--- config.mk ---
export PLATFORM = sky130hd
export DESIGN_NAME = mem_arbiter
export DESIGN_NICKNAME = d
export VERILOG_FILES = /design/src/design/ntt_shuffle_pkg.sv /design/src/design/mem_arbiter.sv
export SDC_FILE = /design/constraint.sdc
export NUM_CORES = 1
export LEC_CHECK = 0
export BUFFER_PORTS_ARGS = -buffer_cell sky130_fd_sc_hd__buf_2
export CAP_MARGIN = 20
export CORE_AREA = 2 2 200 202
export DETAILED_ROUTE_END_ITERATION = 10
export DIE_AREA = 0 0 202 204
export HOLD_SLACK_MARGIN = 0.15
export PLACE_DENSITY = 0.37
export SLEW_MARGIN = 20
export SYNTH_ARGS = -nofsm -noshare
export SYNTH_HDL_FRONTEND = slang
export SYNTH_SLANG_ARGS = --single-unit
--- constraint.sdc ---
create_clock -name clk -period 1.33 [get_ports clk]
set_input_delay 0 -clock clk [delete_from_list [all_inputs] [get_ports clk]]
set_output_delay 0 -clock clk [all_outputs]
set_load 0.005 [all_outputs]
--- src/design/ntt_shuffle_pkg.sv ---
// shared types for the NTT read-side shuffle stage
package ntt_shuffle_pkg;

    // coefficient width, every packed width below is derived from it
    localparam int COEFF_W = 24;

    // coefficient memory depth in words
    localparam int MEM_WORDS = 64;

    // reset value of the sequencer LFSR, must be nonzero
    localparam logic [15:0] LFSR_SEED = 16'hace1;

    typedef logic [COEFF_W-1:0] coeff_t;

    // four coefficients per memory word, lane 0 sits in the low bits
    typedef coeff_t [3:0] quad_t;

    typedef logic [5:0] mem_addr_t;

    // row or column index inside one 4x4 block
    typedef logic [1:0] ptr_t;

    typedef logic [3:0] block_t;

    // one request towards the coefficient memory
    typedef struct packed {
        logic      req;
        logic      we;
        mem_addr_t addr;
        quad_t     wdata;
    } mem_req_t;

    // one drained column, rows 0 to 3 in lanes 0 to 3
    typedef struct packed {
        logic   valid;
        ptr_t   col;
        block_t block;
        quad_t  data;
    } out_word_t;

    typedef enum logic [1:0] {
        IDLE,
        FETCH,
        LAST,
        DRAIN_ONLY
    } seq_state_t;

endpackage

--- src/design/mem_arbiter.sv ---
`timescale 1ns/1ps

module mem_arbiter (
    input  logic                       clk,
    input  logic                       reset_n,
    input  ntt_shuffle_pkg::mem_req_t  host_in,
    input  ntt_shuffle_pkg::mem_req_t  seq_in,
    input  ntt_shuffle_pkg::quad_t     mem_rdata,
    output logic                       host_gnt,
    output logic                       seq_gnt,
    output logic                       seq_rvalid,
    output logic                       host_rvalid,
    output logic                       mem_en,
    output logic                       mem_we,
    output ntt_shuffle_pkg::mem_addr_t mem_addr,
    output ntt_shuffle_pkg::quad_t     mem_wdata,
    output ntt_shuffle_pkg::quad_t     rdata_out
);

    ntt_shuffle_pkg::mem_req_t winner;

    // which side issued the read that returns in this cycle
    logic host_rd_q;
    logic seq_rd_q;

    // the host always wins, the sequencer only gets the idle cycles
    assign host_gnt = host_in.req;
    assign seq_gnt  = seq_in.req && !host_in.req;

    assign winner = host_in.req ? host_in : seq_in;

    assign mem_en    = winner.req;
    assign mem_we    = winner.we;
    assign mem_addr  = winner.addr;
    assign mem_wdata = winner.wdata;

    // remember granted reads for one cycle to match the memory latency
    always_ff @(posedge clk or negedge reset_n) begin
        if (!reset_n) begin
            host_rd_q <= 1'b0;
            seq_rd_q  <= 1'b0;
        end else begin
            host_rd_q <= host_gnt && !host_in.we;
            seq_rd_q  <= seq_gnt && !seq_in.we;
        end
    end

    assign host_rvalid = host_rd_q;
    assign seq_rvalid  = seq_rd_q;

    // read data only leaves the arbiter in a cycle that one side is waiting for
    assign rdata_out = (host_rd_q || seq_rd_q) ? mem_rdata : '0;

endmodule

-- Word level (Yosys, flattened, before mapping)
Index checks and enable logic that the tools add are counted.
- output and inout bits: 204
- word-level logic and storage cells: 11
- flip-flop bits (word level): 2
- input bits: 306
- reductions and logical operators: 7
- mux-type cells: 2
- operators with widths (cell ; count):
    two-way mux 104 bit ; 1
    two-way mux 96 bit ; 1
    logical AND 1 bit ; 3
    zero test 1 bit ; 3
    logical OR 1 bit ; 1

-- Depth between registers and ports, before layout
Gate-level depths: netlist of the first run.
- word-level depth: 3
- mapped depth: 4
- depth with buffers taken out: 1

-- Worst setup path after synthesis of the first run
Ideal clock, no wire load.
- kind: register to output
- from: register seq_rd_q, in the netlist seq_rvalid
- to: output port rdata_out[54] (netlist name)
- arrival: 1.019 ns
- setup slack: 0.311 ns
- path buffers: 3
- cell stages (with the launch flop): 5
- required time: 1.330 ns
- path through: dfrtp_1 buf_2 buf_2 buf_2 o21a_1
- RTL lines (what ; RTL line ; text):
    start, declared ; mem_arbiter.sv:24 ; logic seq_rd_q;
    start signal, assigned ; mem_arbiter.sv:44 ; seq_rd_q <= seq_gnt && !seq_in.we;
    end, declared ; mem_arbiter.sv:17 ; output ntt_shuffle_pkg::quad_t rdata_out

==> results of run 1 <==
power breakdown:
part / leakage (nW) / total, mW / switching (mW) / internal, mW
sequential: 0.0234 / 0.0716 / 0.00620 / 0.0654
clock: 0.0370 / 0.451 / 0.0686 / 0.383
combinational: 3.00 / 1.69 / 0.690 / 0.997
total: 3.06 / 2.21 / 0.765 / 1.45
per-layer routing:
metal  vias to the layer above  share of wire [%]  wire [um]
met3                        28                9.0       1940
met2                       320                 50      10600
met5                         -               0.19         40
li1                       1901                  -          -
met4                         6                2.4        516
met1                      1783                 39       8350
path summary, 6_finish.rpt:
| kind | end | slack (ns) | depth (start not counted) |
|---|---|---|---|
| max in group asynchronous | host_rvalid | 0.51 | 3 |
| min in group asynchronous | host_rvalid | 0.67 | 3 |
| worst max-delay path | rdata_out[84] | 0.03 | 3 |
| worst min-delay path | rdata_out[35] | 0.27 | 3 |
per-stage QoR:
step	hold WS, ns	worst slack [ns]
global route	0.281	0.00605
detailed placement	-0.195	0.192
floorplan	-0.296	0.311
global placement	-0.199	0.206
finish	0.269	0.0350
CTS	0.271	0.0473
cells in the mapped netlist:
cell	instances	area, um2
mux2_4	26	390
o21a_1	96	721
or2_2	1	6.26
dfrtp_1	2	50.1
nor3b_1	1	7.51
nor2b_1	2	12.5
clkbuf_1	10	37.5
buf_4	1	7.51
buf_2	19	95.1
mux2_2	77	867
buf_6	5	56.3
logic make-up after synthesis:
family | share of synthesized area (%)
AO/OA/AOI/OAI | 32.0
buffers and inverters | 8.73
flip-flops | 2.22
multiplexers | 55.9
AND/OR/NAND/NOR | 1.17
cell type report:
cell class                      count  area, um2  area share (%)
Antenna cell                        6       15.0           0.268
Clock buffer                        3       75.1            1.34
Multi-Input combinational cell    203       2010            35.8
Sequential cell                     2       55.1           0.981
Tap cell                          525        657            11.7
Timing Repair Buffer              532       2800            49.9
state kept, by name, indices dropped and copies added, names as in the netlist:
| signal | count |
|---|---|
| seq_rvalid | 1 |
| host_rvalid | 1 |
timing repair:
action / 4_1_cts / 5_1_grt
buffers inserted: 2 / 0
endpoints found under the setup margin: 31 / 1
hold buffers: 5 / 0
endpoints found under the hold margin: 4 / 0
resized for setup: 0 / 1
==> out/results.ini, run 1 <==
[grt]
antenna_found_initial = 15
grt_max_degree = 72
met3_usage_pct = 2.26
grt_overflow = 0
grt_pass1_wl_um = 27400
grt_usage_pct = 9.27
use_met1_pct = 10.6
grt.busiest_layer = met2
grt_use_met2_pct = 17.3
grt_pass1_vias = 3861

[synth]
syn-cell-area_um2 = 2250
ys_seq_area_share_pct = 2.22
syn_inst = 240
synth.distinct_cells = 11
ys_seq_elements = 2
ys_warn_count = 0
avgSynthCellArea_um2 = 9.38
syn-num-nets = 546

[finish]
syn2layout_area_growth_pct = 149
nNetsFinal = 1048
final_cell_count_no_fill = 1271
design_area_um2 = 5610
nFillCells = 4513
layout-drive-gt1-share_pct = 86.1
final_cell_mix = 508 x buf_2, 96 x o21a_1, 77 x mux2_2
final_common_cell = buf_2
fin_util_pct = 14.3

[route]
route.vias.total = 4038
wl_per_cell_um = 16.9
detail-route-antenna-nets = 0
drtIter0Drc = 170
via_per_inst = 3.18
drc = 0
first_pass_iters = 4
wirelength_um = 21500

[sta]
slew_headroom_pct = 68.4
period_share_pct = 97.4
worst_pin_slew_ns = 0.475
min_period_ns = 1.30
fmax_mhz = 772
setup-tns-final_ns = 0
drv_slew = 0
grt_setup_unrepaired = no
finalHoldViolations = 0
finalSetupViolations = 0

[setup_path]
cpLargestDelayFamily = flip-flops
cp.required_ns = 1.33
crit_slowest_cell = dfrtp_4
arrival_ns = 1.30
startpoint_type = register
end_kind = primary output
crit_buf_inv = 2
path_cells = buf_12 -> o21a_1 -> buf_2
critical_path.max_stage_delay_ns = 0.51
critPathKind = reg2out
startpoint = host_rvalid
cp_max_fo = 54

[clocking]
htree_num_levels = 1
cts_tree = yes
clock_sinks = 2
cts_made_buffers = 3
cts_root_buffer = clkbuf_16
clk_pin_slew_ns = 0.03
cts_buffer_depth = 2

[worst_hold_path]
min_from = mem_rdata[35]
worstHoldPathType = in2out

[placed_design]
dp.cells = 1255
place_area_um2 = 5450
place_congestion = 0.813
portBuffers = 509
dp_hpwl_um = 19800

[die]
die_w_um = 202
die-area_um2 = 41200
ios = 510
coreArea_um2 = 39200
start_util_pct = 5.74
die_h_um = 204
row_count = 73

[flow_run]
cap_viol_max_count = 0

[power_and_ir_drop]
peakVddDrop_v = 0.000276
total_power_mw = 2.21
cellPowerDensity_nw_per_um2 = 394
p_leak_nw = 3.06

[outcome]
run_status = completed

(Power assumes the default switching activity.)
==> inputs of run 2 (changes only) <==
--- a/config.mk
+++ b/config.mk
@@ -7,11 +7,11 @@
 export LEC_CHECK = 0
 export BUFFER_PORTS_ARGS = -buffer_cell sky130_fd_sc_hd__buf_2
 export CAP_MARGIN = 20
-export CORE_AREA = 2 2 200 202
+export CORE_AREA = 2 2 197 199
 export DETAILED_ROUTE_END_ITERATION = 10
-export DIE_AREA = 0 0 202 204
+export DIE_AREA = 0 0 199 201
 export HOLD_SLACK_MARGIN = 0.15
-export PLACE_DENSITY = 0.37
+export PLACE_DENSITY = 0.38
 export SLEW_MARGIN = 20
 export SYNTH_ARGS = -nofsm -noshare
 export SYNTH_HDL_FRONTEND = slang
==> constraint.sdc (replaced) <==
create_clock -name clk -period 1.1 [get_ports clk]
set_input_delay 0 -clock clk [delete_from_list [all_inputs] [get_ports clk]]
set_output_delay 0 -clock clk [all_outputs]
set_load 0.005 [all_outputs]
==> run 2 against run 1 <==
Against the previous run:
- the run now ends with setup timing left
- count of clock-buffer cells in the layout did not move
- wire length barely moved
- setup slack got worse by 0.23 ns
- worst hold slack got worse by 0.044 ns
- highest routed layer unchanged
==> out/results.ini, run 2 (synthesis gave the netlist of run 1 again) <==
[outcome]
run_status = finished with violations
violations = setup timing

[worst_hold_path]
min_from = seq_in[102]
min_to = seq_rvalid
min_path_cells = 3  ; unchanged
worstHoldPathType = in2reg

[finish]
nFillCells = 4445  ; -1.5%
syn2layout_area_growth_pct = 147
final_common_cell = buf_2
final_cell_count_no_fill = 1261  ; -0.79%
seq_area_um2 = 57.6  ; +4.5%
final_cell_mix = 508 x buf_2, 96 x o21a_1, 77 x mux2_2
fin_util_pct = 14.6  ; +0.30 points
layout-drive-gt1-share_pct = 85.9  ; -0.21 points
nNetsFinal = 1044  ; -0.38%
multi_input_area_um2 = 2000  ; -0.25%

[setup_path]
path_cells = buf_12 -> o21a_1 -> buf_2
arrival_ns = 1.30  ; about the same
crit_buf_inv = 2  ; unchanged
startpoint_type = register
cp_max_fo = 76  ; +41%
cpLargestDelayFamily = flip-flops
critPathKind = reg2out
end_kind = primary output
crit_slowest_cell = dfrtp_4
cp.required_ns = 1.10  ; -0.23 ns
critical_path.max_stage_delay_ns = 0.47  ; -0.04 ns
startpoint = host_rvalid

[power_and_ir_drop]
cellPowerDensity_nw_per_um2 = 465  ; +18%
seq_power_share_pct = 3.2  ; about the same
intPower_mw = 1.73  ; +20%
total_power_mw = 2.59  ; +17%
p_switching_mw = 0.856  ; +12%
netSwitchingFraction_pct = 33.1  ; -1.5 points
pwr-share-comb_pct = 75.8  ; -0.5 points
p_leak_nw = 3.05  ; -0.31%
power_frac_clock_pct = 20.9  ; +0.5 points
peakVddDrop_v = 0.000425  ; +54%

[clocking]
cts_made_buffers = 3  ; unchanged
cts_root_buffer = clkbuf_16
clk_pin_slew_ns = 0.03  ; about the same
cts_setup_buffers = 0  ; -2
cts_tree = yes
clock_sinks = 2  ; unchanged
htree_num_levels = 1  ; unchanged
cts_buffer_depth = 2  ; unchanged

[grt]
use_met1_pct = 9.19  ; -1.4 points
grt_pass1_vias = 3887  ; +0.67%
grt_usage_pct = 9.67  ; +0.40 points
grt.busiest_layer = met2
grt_use_met2_pct = 19.6  ; +2.3 points
grt_pass1_wl_um = 27000  ; -1.7%
grt_overflow = 0  ; unchanged
antenna_found_initial = 32  ; +17
met3_usage_pct = 3.24  ; +0.98 points
grt_max_degree = 77  ; +6.9%

[sta]
worst_pin_slew_ns = 0.349  ; -0.125 ns
grt_setup_unrepaired = yes
finalSetupViolations = 97  ; +97
finalHoldViolations = 0  ; unchanged
slew_headroom_pct = 76.7  ; +8.4 points
fmax_mhz = 772
setup_slack_ns = -0.195  ; -0.230 ns
min_period_ns = 1.30
whs_ns = 0.225  ; -0.0445 ns
setup-tns-final_ns = -13.84  ; -13.84 ns
period_share_pct = 118
drv_slew = 0  ; unchanged

[route]
detail-route-antenna-nets = 0  ; unchanged
drtIter0Drc = 77  ; -55%
wl_per_cell_um = 17.0  ; +0.81%
first_pass_iters = 4  ; unchanged
via_per_inst = 3.27  ; +2.8%
route.vias.total = 4118  ; +2.0%
drc = 0  ; unchanged
wirelength_um = 21500  ; about the same

[die]
die-area_um2 = 40000  ; -2.9%
ios = 510  ; unchanged
coreArea_um2 = 38100  ; -2.7%
row_count = 72  ; -1.4%
die_w_um = 199  ; -1.5%
die_h_um = 201  ; -1.5%
start_util_pct = 5.91  ; +0.16 points

[placed_design]
portBuffers = 509  ; unchanged
dp_hpwl_um = 20000  ; +0.79%
place_congestion = 0.855  ; +5.2%
dp.cells = 1246  ; -0.72%

[flow_run]
cap_viol_max_count = 0  ; unchanged

-- run 2: cell count changes in the layout (fill, tap and decap cells not counted), sizes merged --
cell | before | now
dlygate4sd3 | 5 | 3
buf | 527 | 523
dlymetal6s4s | 0 | 2
diode | 6 | 7
-- run 2: worst max path at each step --
stage	slack, ns	endpoint	cells after the start
global placement	0.07	rdata_out[45]	3
global route	-0.20	rdata_out[10]	3
detailed placement	0.07	rdata_out[85]	3
CTS	-0.16	rdata_out[8]	3
finish	-0.20	rdata_out[7]	3
floorplan	0.08	rdata_out[54]	4
-- run 2: cell type report --
cell class	count	share of cell area, %
diodes	7	0.314
repair buffers	528	49.7
well taps	518	11.6
multi-input cells	203	36.0
flip-flops and latches	2	1.03
clock buffers	3	1.35
-- run 2: per-stage QoR --
step | setup slack [ns] | cell area [um2]
5_1_grt | -0.203 | 5570
3_3_place_gp | 0.0662 | 5420
4_1_cts | -0.164 | 5540
2_1_floorplan | 0.0805 | 2250
6_report | -0.195 | 5570
3_5_place_dp | 0.0653 | 5420
-- run 2: per-layer routing --
layer	vias to the layer above	share of wire [%]
met2	334	52
met4	24	2.3
li1	1897	-
met5	-	0.71
met1	1805	34
met3	58	10
-- run 2: power groups by stage --
stage / clock network [mW] / logic (mW) / registers (mW)
finish: 0.542 / 1.96 / 0.0841
global route: 0.567 / 2.14 / 0.0846
CTS: 0.553 / 1.99 / 0.0841
detailed placement: 0 / 1.97 / 0.0847
global placement: 0 / 1.98 / 0.0842
floorplan: 0 / 0.814 / 0.0800
-- run 2: what timing repair did --
item / 4_1_cts / 5_1_grt
hold buffers: 5 / 0
gates resized for setup: 1 / 3
hold endpoints to repair: 4 / 0
endpoints found under the setup margin: 97 / 99
