## src/design/ntt_shuffle_pkg.sv

```systemverilog
// shared types for the NTT read-side shuffle stage
package ntt_shuffle_pkg;

    // coefficient width, every packed width below is derived from it
    localparam int COEFF_W = 24;

    // coefficient memory depth in words
    localparam int MEM_WORDS = 64;

    // reset value of the sequencer LFSR, must be nonzero
    localparam logic [15:0] LFSR_SEED = 16'hace1;

    typedef logic [COEFF_W-1:0] coeff_t;

    // four coefficients per memory word, lane 0 sits in the low bits
    typedef coeff_t [3:0] quad_t;

    typedef logic [5:0] mem_addr_t;

    // row or column index inside one 4x4 block
    typedef logic [1:0] ptr_t;

    typedef logic [3:0] block_t;

    // one request towards the coefficient memory
    typedef struct packed {
        logic      req;
        logic      we;
        mem_addr_t addr;
        quad_t     wdata;
    } mem_req_t;

    // one drained column, rows 0 to 3 in lanes 0 to 3
    typedef struct packed {
        logic   valid;
        ptr_t   col;
        block_t block;
        quad_t  data;
    } out_word_t;

    typedef enum logic [1:0] {
        IDLE,
        FETCH,
        LAST,
        DRAIN_ONLY
    } seq_state_t;

endpackage

```

## src/design/ntt_shuffle_buffer.sv

```systemverilog
`timescale 1ns/1ps

module ntt_shuffle_buffer (
    input  logic                  clk,
    input  logic                  reset_n,
    input  logic                  zeroize,
    input  logic                  wren,
    input  logic                  rden,
    input  logic                  wr_rst_count,
    input  ntt_shuffle_pkg::ptr_t wrptr,
    input  ntt_shuffle_pkg::ptr_t rdptr,
    input  ntt_shuffle_pkg::quad_t data_i,
    output logic                  buf_valid,
    output ntt_shuffle_pkg::quad_t data_o
);

    // store[half][row] is one memory word, so store[half][row][col] is a coefficient
    ntt_shuffle_pkg::quad_t [1:0][3:0] store;

    // number of words written into the current half, and its copy one cycle late
    ntt_shuffle_pkg::ptr_t wr_cnt;
    ntt_shuffle_pkg::ptr_t wr_cnt_d;

    // half_q marks the half being filled, the other one is drained
    logic half_q;
    logic wr_half;
    logic rd_half;

    // the counter wraps from 3 to 0 on the fourth write, the late copy still shows 3
    assign buf_valid = (wr_cnt_d == 2'd3) && (wr_cnt == 2'd0);

    // a write landing in the buf_valid cycle already belongs to the next block
    assign wr_half = half_q ^ buf_valid;

    // the drain half follows the registered pointer so that the last column of
    // a block is still read from the right half while the next one completes
    assign rd_half = ~half_q;

    always_ff @(posedge clk or negedge reset_n) begin
        if (!reset_n) begin
            store <= '0;
        end else if (zeroize) begin
            store <= '0;
        end else if (wren) begin
            store[wr_half][wrptr] <= data_i;
        end
    end

    always_ff @(posedge clk or negedge reset_n) begin
        if (!reset_n) begin
            wr_cnt   <= '0;
            wr_cnt_d <= '0;
        end else if (zeroize || wr_rst_count) begin
            wr_cnt   <= '0;
            wr_cnt_d <= '0;
        end else begin
            if (wren) begin
                wr_cnt <= wr_cnt + 2'd1;
            end
            wr_cnt_d <= wr_cnt;
        end
    end

    // swap halves once per completed block
    always_ff @(posedge clk or negedge reset_n) begin
        if (!reset_n) begin
            half_q <= 1'b0;
        end else if (zeroize) begin
            half_q <= 1'b0;
        end else if (buf_valid) begin
            half_q <= ~half_q;
        end
    end

    // gather column rdptr across the four rows of the full half
    always_comb begin
        data_o = '0;
        if (rden) begin
            for (int r = 0; r < 4; r++) begin
                data_o[r] = store[rd_half][r][rdptr];
            end
        end
    end

endmodule

```

## config.mk

```make
export PLATFORM = sky130hd
export DESIGN_NAME = ntt_shuffle_buffer
export DESIGN_NICKNAME = d
export VERILOG_FILES = /design/src/design/ntt_shuffle_pkg.sv /design/src/design/ntt_shuffle_buffer.sv
export SDC_FILE = /design/constraint.sdc
export NUM_CORES = 1
export LEC_CHECK = 0
export BUFFER_PORTS_ARGS = -buffer_cell sky130_fd_sc_hd__buf_2
export CORE_MARGIN = 5
export CORE_UTILIZATION = 49
export DETAILED_ROUTE_END_ITERATION = 8
export PLACE_DENSITY = 0.66
export SLEW_MARGIN = 20
export SYNTH_ARGS = -nofsm -noshare
export SYNTH_HDL_FRONTEND = slang
export SYNTH_SLANG_ARGS = --single-unit
```

## constraint.sdc

```tcl
create_clock -name clk -period 6.5 [get_ports clk]
set_clock_uncertainty 0.15 [all_clocks]
set_input_delay 0.325 -clock clk [delete_from_list [all_inputs] [get_ports clk]]
set_output_delay 0.325 -clock clk [all_outputs]
set_load 0.01 [all_outputs]
```

Word-level counts from Yosys, hierarchy flattened

Cells that the tools add are included.
Widths: inputs -> output; s select.

Flip-flop bits (word level): 773
Bits in latches: 0
Bits in writable memories: 0
ROM bits: 0
Input port bits: 106
Output and inout port bits: 97
Memories: 0

$add $sub $neg: 1
$mul: 0
Div/mod/pow operators: 0
$lt $le $gt $ge: 6
Equal/unequal tests: 1
Shift-type cells: 0
Multiplexer cells: 23
Bitwise gates (word level): 2
Reductions and logical operators: 8

Operator list:

| operator            | count |
|---|---|
| $mux 768            | 2 |
| $mux 384            | 3 |
| $bwmux 768          | 1 |
| $demux 384 s1       | 1 |
| $bmux 24 s2         | 4 |
| $demux 96 s2        | 1 |
| $mux 96             | 2 |
| $mux 24             | 4 |
| $lt 2x3->1 const B  | 2 |
| $mux 2              | 3 |
| $reduce_bool 2->1   | 3 |
| $lt 1x2->1 const B  | 2 |
| $logic_and 1x1->1   | 3 |
| $add 2x1->2 const B | 1 |
| $eq 2x2->1 const B  | 1 |
| $ge 2x1->1 const B  | 1 |
| $logic_not 2->1     | 1 |
| $mux 1              | 2 |
| $ge 1x1->1 const B  | 1 |
| $logic_or 1x1->1    | 1 |
| $not 1->1           | 1 |
| $xor 1x1->1         | 1 |

Logic depth before layout (Yosys ltp)

Gate-level depths: netlist (run 1).

Depth in word-level cells: 10
Depth in mapped cells: 10
Gate-level depth less buffers: 6

Worst setup path after synthesis (run 1)

No wires, ideal clock.

Kind: reg-to-output
Start: reg half_q
End: out data_o[0] (netlist bit)
Data arrival time: 1782 ps
Required time: 6025 ps
Path slack: 4243 ps
Cell stages (with the launch flop): 6
Path through: dfrtp_1 -> buf_4 -> buf_2 -> buf_4 -> mux4_2 -> a22o_1

RTL lines:

| item                   | RTL line                 | source |
|---|---|---|
| start, declared        | ntt_shuffle_buffer.sv:25 | `logic half_q;` |
| start signal, assigned | ntt_shuffle_buffer.sv:71 | `half_q <= ~half_q;` |
| end, declared          | ntt_shuffle_buffer.sv:14 | `output ntt_shuffle_pkg::quad_t data_o` |

==> qor.csv, run 1 <==
metric,value,unit
chip height,288,um
pwr dens,242,mW/mm^2
Leak,19.6,nW
Worst EP required,6.02,ns
# clock sinks,773,
setup bufs post-CTS,0,
clk root buf,clkbuf_16,
Mapped Cells,3403,
Final period util,63.0,%
outcome,"finished, final reports clean",
Slew HR,20.1,%
Initial Utilization,49.2,%
design area,0.0431,sq mm
total gr overflow,0,
"Cell Area, Synth",0.0379,sq mm
Skew-Pair Late Insertion Delay,0.63,ns
unrepaired setup endpoints after global routing,false,
Post-DP Area,0.0393,sq mm
wire per inst,24.7,um
count of different cell masters after synthesis,34,
"Avg Cell Area, Syn",11.1,sq um
fmax,0.244,GHz
H-tree Lvls,3,
maximum vdd ir drop,0.185,mV
area of the multi-input gates,0.0172,sq mm
Synth area leaders,"dfrtp_1 (51%), mux4_2 (11%), mux2i_1 (10%)",
global-route wire length before repair,174000,um
Layout Utilization,55.9,%
initial antenna violation count,13,
Max clock buf depth,3,
Final Hold Fails,0,
max-capacitance violation count,0,
final worst setup slack,2.40,ns
crit-path cells,buf_12 > mux4_2 > a22o_1 > buf_2,
share of the synthesized area in the top cell type,51.0,%
Placer Congestion,0.793,
vias in the first global route,27583,
Inserted Clock Buffers,82,
leading area contributor after synthesis,dfrtp_1,
Global Route Usage Sum,27.4,%
largest net degree at the start of global routing,240,
Rows,102,
via density per instance,5.86,
Slew @ Worst Pin,1.17,ns
Startpoint Class,flop,
Crit Path Category,flop to output port,
CP max FO,98,
sequential cell area fraction in the yosys report,51.0,%
drt pass-1 iters,7,
CP endpoint kind,output port,
most frequent cells in the layout,"dfrtp_1 (772), nand2_1 (768), nand2b_1 (480)",
hold_ws,0.125,ns
DP HPWL,67500,um
WL final,115000,um
clk slew on worst S/H paths,0.07,ns
"most common cell after layout, fill and taps aside",dfrtp_1,
Syn. warnings,0,
cell class contributing the biggest share of worst-path delay,flip-flops,
Finish-stage setup viols,0,
ratio of cells with drive above 1 in the final layout,16.1,%
syn nets,3510,
fillers,6696,
port bufs,202,
Synth Register Bits,773,
area of the die,0.0831,sq mm
min-delay worst type,primary input to flop,
Area Overhead vs Synth,13.6,%
Place WS,2.82,ns
Reg area,0.0193,sq mm
Vias,27194,
core region area,0.0771,sq mm
initial drt markers,2540,
final setup TNS,0,ns
CP max-delay cell,dfrtp_4,
Buf/Inv on CP,2,
max-slew violations,0,
drt drc,0,
Tmin final,4.10,ns
CTS tree,yes,
# IOs,203,
DIE WIDTH,288,um
Worst EP arrival,3.62,ns
post-route ant nets,0,
nets,3646,
CP max stage delay,0.92,ns
final cells by class:
cell class / count / share of cell area (%)
Tap cell: 1040 / 3.02
Sequential cell: 773 / 44.9
Inverter: 2 / 0.0174
Timing Repair Buffer: 340 / 5.65
Antenna cell: 7 / 0.0406
Clock inverter: 26 / 0.694
Multi-Input combinational cell: 2340 / 40.0
Clock buffer: 115 / 5.67
worst paths after layout:
check	endpoint	slack, ns	start	cells after the start
hold / removal	store[764]	0.12	zeroize	2
hold reg to reg	store[434]	0.37	store[434]	2
min in group asynchronous	store[22]	0.22	reset_n	2
setup reg to reg	store[653]	2.74	wr_cnt[0]	7
setup / recovery	data_o[82]	2.40	half_q	4
max in group asynchronous	store[657]	4.41	reset_n	3
Yosys cell counts:
cell type and number:
a21oi_1 384, a22o_1 96, and2_1 2, and3_1 2, and4_1 1, and4b_1 3
and4bb_1 2, and4bb_2 1, buf_1 1, buf_2 79, buf_4 46, buf_6 7
clkbuf_1 154, clkbuf_2 1, dfrtp_1 773, ha_1 1, inv_1 2, mux2_2 4
mux2i_1 385, mux2i_2 2, mux2i_4 2, mux4_2 192, nand2_1 768, nand2_2 1
nand2b_1 480, nand3_1 1, nand4_1 1, nand4b_1 1, nor2_1 1, nor2b_1 3
nor3_1 4, nor4b_2 1, xnor2_1 1, xnor2_4 1
timing repair:
item	CTS	global route
hold buffers	99	0
resized for setup	0	0
endpoints found under the setup margin	0	0
endpoints found under the hold margin	847	0
logic make-up (layout without fill, tap and decap cells):
group / Yosys count / in the layout / synth area share, %
and+or+nand+nor: 1272 / 1272 / 16.0
DFF: 773 / 773 / 51.0
muxes: 585 / 585 / 21.9
AOI/OAI and AO/OA: 480 / 480 / 7.28
buffers and inverters: 290 / 483 / 3.73
xor gates and xnor gates: 2 / 2 / 0.0957
adders and majority gates: 1 / 1 / 0.0330
other: 0 / 7 / 0
flip-flops by register name (all words and copies together), names as in the netlist:
register,flops
half_q,1
store,768
wr_cnt,2
wr_cnt_d,2
through the flow:
| stage | power (mW) | std cells |
|---|---|---|
| CTS | 10.5 | 4636 |
| detailed placement | 5.64 | 4396 |
| finish | 10.4 | 4643 |
| global route | 10.8 | 4641 |
| global placement | 5.64 | 4396 |
| floorplan | 5.34 | 3403 |
power by group:
group | internal (mW) | switching (mW) | total, mW
Sequential | 4.89 | 0.0437 | 4.94
Clock | 2.85 | 1.98 | 4.83
Combinational | 0.230 | 0.447 | 0.677
per-layer routing:
layer  part of all wire, %  up-vias  global-route usage (%)
li1                      -    11945                       -
met1                    41    14059                    37.5
met5                 0.011        -                       0
met4                   4.1        2                    10.5
met3                   7.0      223                    5.89
met2                    48      965                    43.5
Power figures use the tool's default switching activity.
==> run 2: changes to the inputs <==
--- a/config.mk
+++ b/config.mk
@@ -9,7 +9,7 @@
 export CORE_MARGIN = 5
 export CORE_UTILIZATION = 49
 export DETAILED_ROUTE_END_ITERATION = 8
-export PLACE_DENSITY = 0.66
+export PLACE_DENSITY = 0.69
 export SLEW_MARGIN = 20
 export SYNTH_ARGS = -nofsm -noshare
 export SYNTH_HDL_FRONTEND = slang
==> constraint.sdc (replaced) <==
create_clock -name clk -period 3.35 [get_ports clk]
set_clock_uncertainty 0.15 [all_clocks]
set_input_delay 0.1675 -clock clk [delete_from_list [all_inputs] [get_ports clk]]
set_output_delay 0.1675 -clock clk [all_outputs]
set_load 0.01 [all_outputs]
==> run 2 against run 1 <==
  * Worst hold slack got worse by 0.096 ns
  * Die area unchanged
  * Non-clock buffer count increased by 65
  * Power increased by 95%
  * Core utilization increased by 1.4 points
  * Critical endpoint is now data_o[92]
  * Global-route usage increased by 0.16 points
==> qor.csv, run 2 (same netlist as run 1, synthesis figures left out) <==
metric,value,unit,change
CTS tree,yes,,
"most common cell after layout, fill and taps aside",dfrtp_1,,
Flop pwr share,46.9,%,-0.3 points
Final period util,95.1,%,
ratio of cells with drive above 1 in the final layout,17.5,%,+1.4 points
Worst EP arrival,2.87,ns,-0.75 ns
CP max FO,17,,-83%
CP endpoint kind,output port,,
fmax,0.314,GHz,
clk slew on worst S/H paths,0.07,ns,about the same
via density per instance,5.85,,-0.17%
sw frac,23.4,%,-0.25 points
Tmin final,3.19,ns,
chip height,288,um,unchanged
Critical Path Most Common Cell,buf_12,,
vias in the first global route,28453,,+3.2%
maximum vdd ir drop,0.375,mV,+100%
Reg area,0.0193,sq mm,unchanged
clk root buf,clkbuf_16,,
Startpoint Class,flop,,
Vias,27521,,+1.2%
min-delay worst type,primary input to asynchronous set/reset pin,,
final setup TNS,0,ns,unchanged
# IOs,203,,unchanged
combinational power share,6.8,%,+0.3 points
H-tree Lvls,3,,unchanged
unrepaired setup endpoints after global routing,false,,
Buf/Inv on CP,3,,+1
core region area,0.0771,sq mm,unchanged
initial drt markers,2498,,-1.7%
post-route ant nets,0,,unchanged
Max clock buf depth,3,,unchanged
Skew-Pair Late Insertion Delay,0.62,ns,about the same
"Most flops, register",store,,
Global Route Usage Sum,27.6,%,+0.16 points
cell class contributing the biggest share of worst-path delay,flip-flops,,
Finish-stage setup viols,0,,unchanged
Crit Path Category,flop to output port,,
net switching power,4.78,mW,+93%
Slew @ Worst Pin,0.880,ns,-0.294 ns
max FFs per register,768,,unchanged
Final Hold Fails,0,,unchanged
CP max stage delay,0.70,ns,-0.22 ns
Clk network pwr share,46.2,%,about the same
number of cells after detailed placement,4460,,+1.5%
DIE WIDTH,288,um,unchanged
wire per inst,24.5,um,-0.88%
area of the multi-input gates,0.0172,sq mm,unchanged
Rows,102,,unchanged
design area,0.0442,sq mm,+2.5%
area of the die,0.0831,sq mm,unchanged
total gr overflow,0,,unchanged
fillers,6456,,-3.6%
DP HPWL,72300,um,+7.1%
drt pass-1 iters,5,,-2
outcome,"finished, final reports clean",,
Regs by FF count,"store x768, wr_cnt x2, wr_cnt_d x2",,
PostCTS Resize Cnt,0,,unchanged
# clock sinks,773,,unchanged
max-capacitance violation count,0,,unchanged
WL final,115000,um,+0.49%
CP max-delay cell,dfrtp_4,,
Worst EP required,3.03,ns,-2.99 ns
largest net degree at the start of global routing,97,,-60%
nets,3709,,+1.7%
Inserted Clock Buffers,80,,-2.4%
drt drc,0,,unchanged
most frequent cells in the layout,"dfrtp_1 (772), nand2_1 (768), nand2b_1 (480)",,
pwr dens,462,mW/mm^2,+91%
Initial Utilization,49.2,%,unchanged
internal power,15.6,mW,+96%
crit-path cells,buf_12 > buf_12 > mux4_2 > a22o_1 > buf_2,,
Area Overhead vs Synth,16.5,%,
Slew HR,41.4,%,+21 points
port bufs,202,,unchanged
max-slew violations,0,,unchanged
global-route wire length before repair,176000,um,+0.95%
initial antenna violation count,3,,-10
Placer Congestion,0.836,,+5.4%
Layout Cells excl Fill,4707,,+1.4%
Post-DP Area,0.0404,sq mm,+2.7%
Leak,20.1,nW,+2.7%
[run 2: changes by cell type in the layout (fill, tap and decap cells not counted)]
cell / change
buf_12: +46
buf_4: +18
bufinv_16: +1
clkbuf_1: +7
clkbuf_16: -2
clkbuf_8: +4
clkinv_2: -3
clkinvlp_4: -2
diode_2: -6
dlygate4sd3_1: +1
[run 2: power groups by stage]
stage               clock, mW  combinational (mW)  sequential [mW]
floorplan                   0               0.645             9.72
global placement            0                1.28             9.74
detailed placement          0                1.29             9.74
CTS                      9.56                1.40             9.57
global route             9.96                1.50             9.59
finish                   9.44                1.40             9.58
[run 2: final cells by class]
type	count	share of cell area [%]
Antenna cell	1	0.00566
Clock buffer	124	5.60
Clock inverter	22	0.677
Inverter	2	0.0170
Multi-Input combinational cell	2340	39.0
Sequential cell	773	43.8
Tap cell	1040	2.95
Timing Repair Buffer	405	7.93
[run 2: path summary, 6_finish.rpt]
check	start	to	slack [ns]	cells after the start
min	reset_n	store[355]	0.03	2
min reg2reg	store[760]	store[760]	0.37	2
max reg2reg	wr_cnt[0]	store[660]	0.54	8
max	half_q	data_o[92]	0.16	5
min in group clk	wrptr[0]	store[111]	0.15	3
max in group asynchronous	reset_n	store[440]	1.98	3
[run 2: metal layers]
layer	track usage [%]	wire length, um	part of all wire, %	vias up
li1	-	-	-	12086
met1	37.6	46900	41	14199
met2	45.6	56500	49	1024
met3	4.78	7850	6.8	210
met4	8.71	3910	3.4	2
met5	0	13	0.011	-
[run 2: what timing repair did]
| action | in CTS | in global routing |
|---|---|---|
| setup endpoints to repair | 0 | 0 |
| buffers inserted | 0 | 0 |
| hold endpoints to repair | 847 | 0 |
| hold buffers | 100 | 0 |
[run 2: through the flow]
| stage | setup slack (ns) | util (%) | total power, mW | hold slack, ns |
|---|---|---|---|---|
| detailed placement | 0.591 | 52.4 | 11.0 | 0.128 |
| finish | 0.165 | 57.3 | 20.4 | 0.0291 |
| floorplan | 1.25 | - | 10.4 | -0.278 |
| CTS | 0.116 | 57.3 | 20.5 | 0.0806 |
| global placement | 0.671 | 52.4 | 11.0 | 0.141 |
| global route | 0.0806 | 57.3 | 21.1 | 0.0921 |
[run 2: worst register-to-register path, cell delays in order, from the launching register on]
cell and delay [ns]:
dfrtp_1 0.39, inv_1 0.09, ha_1 0.14, and3_1 0.53, buf_4 0.29, mux2i_4 0.26, buf_12 0.43, nand2_1 0.23
a21oi_1 0.21
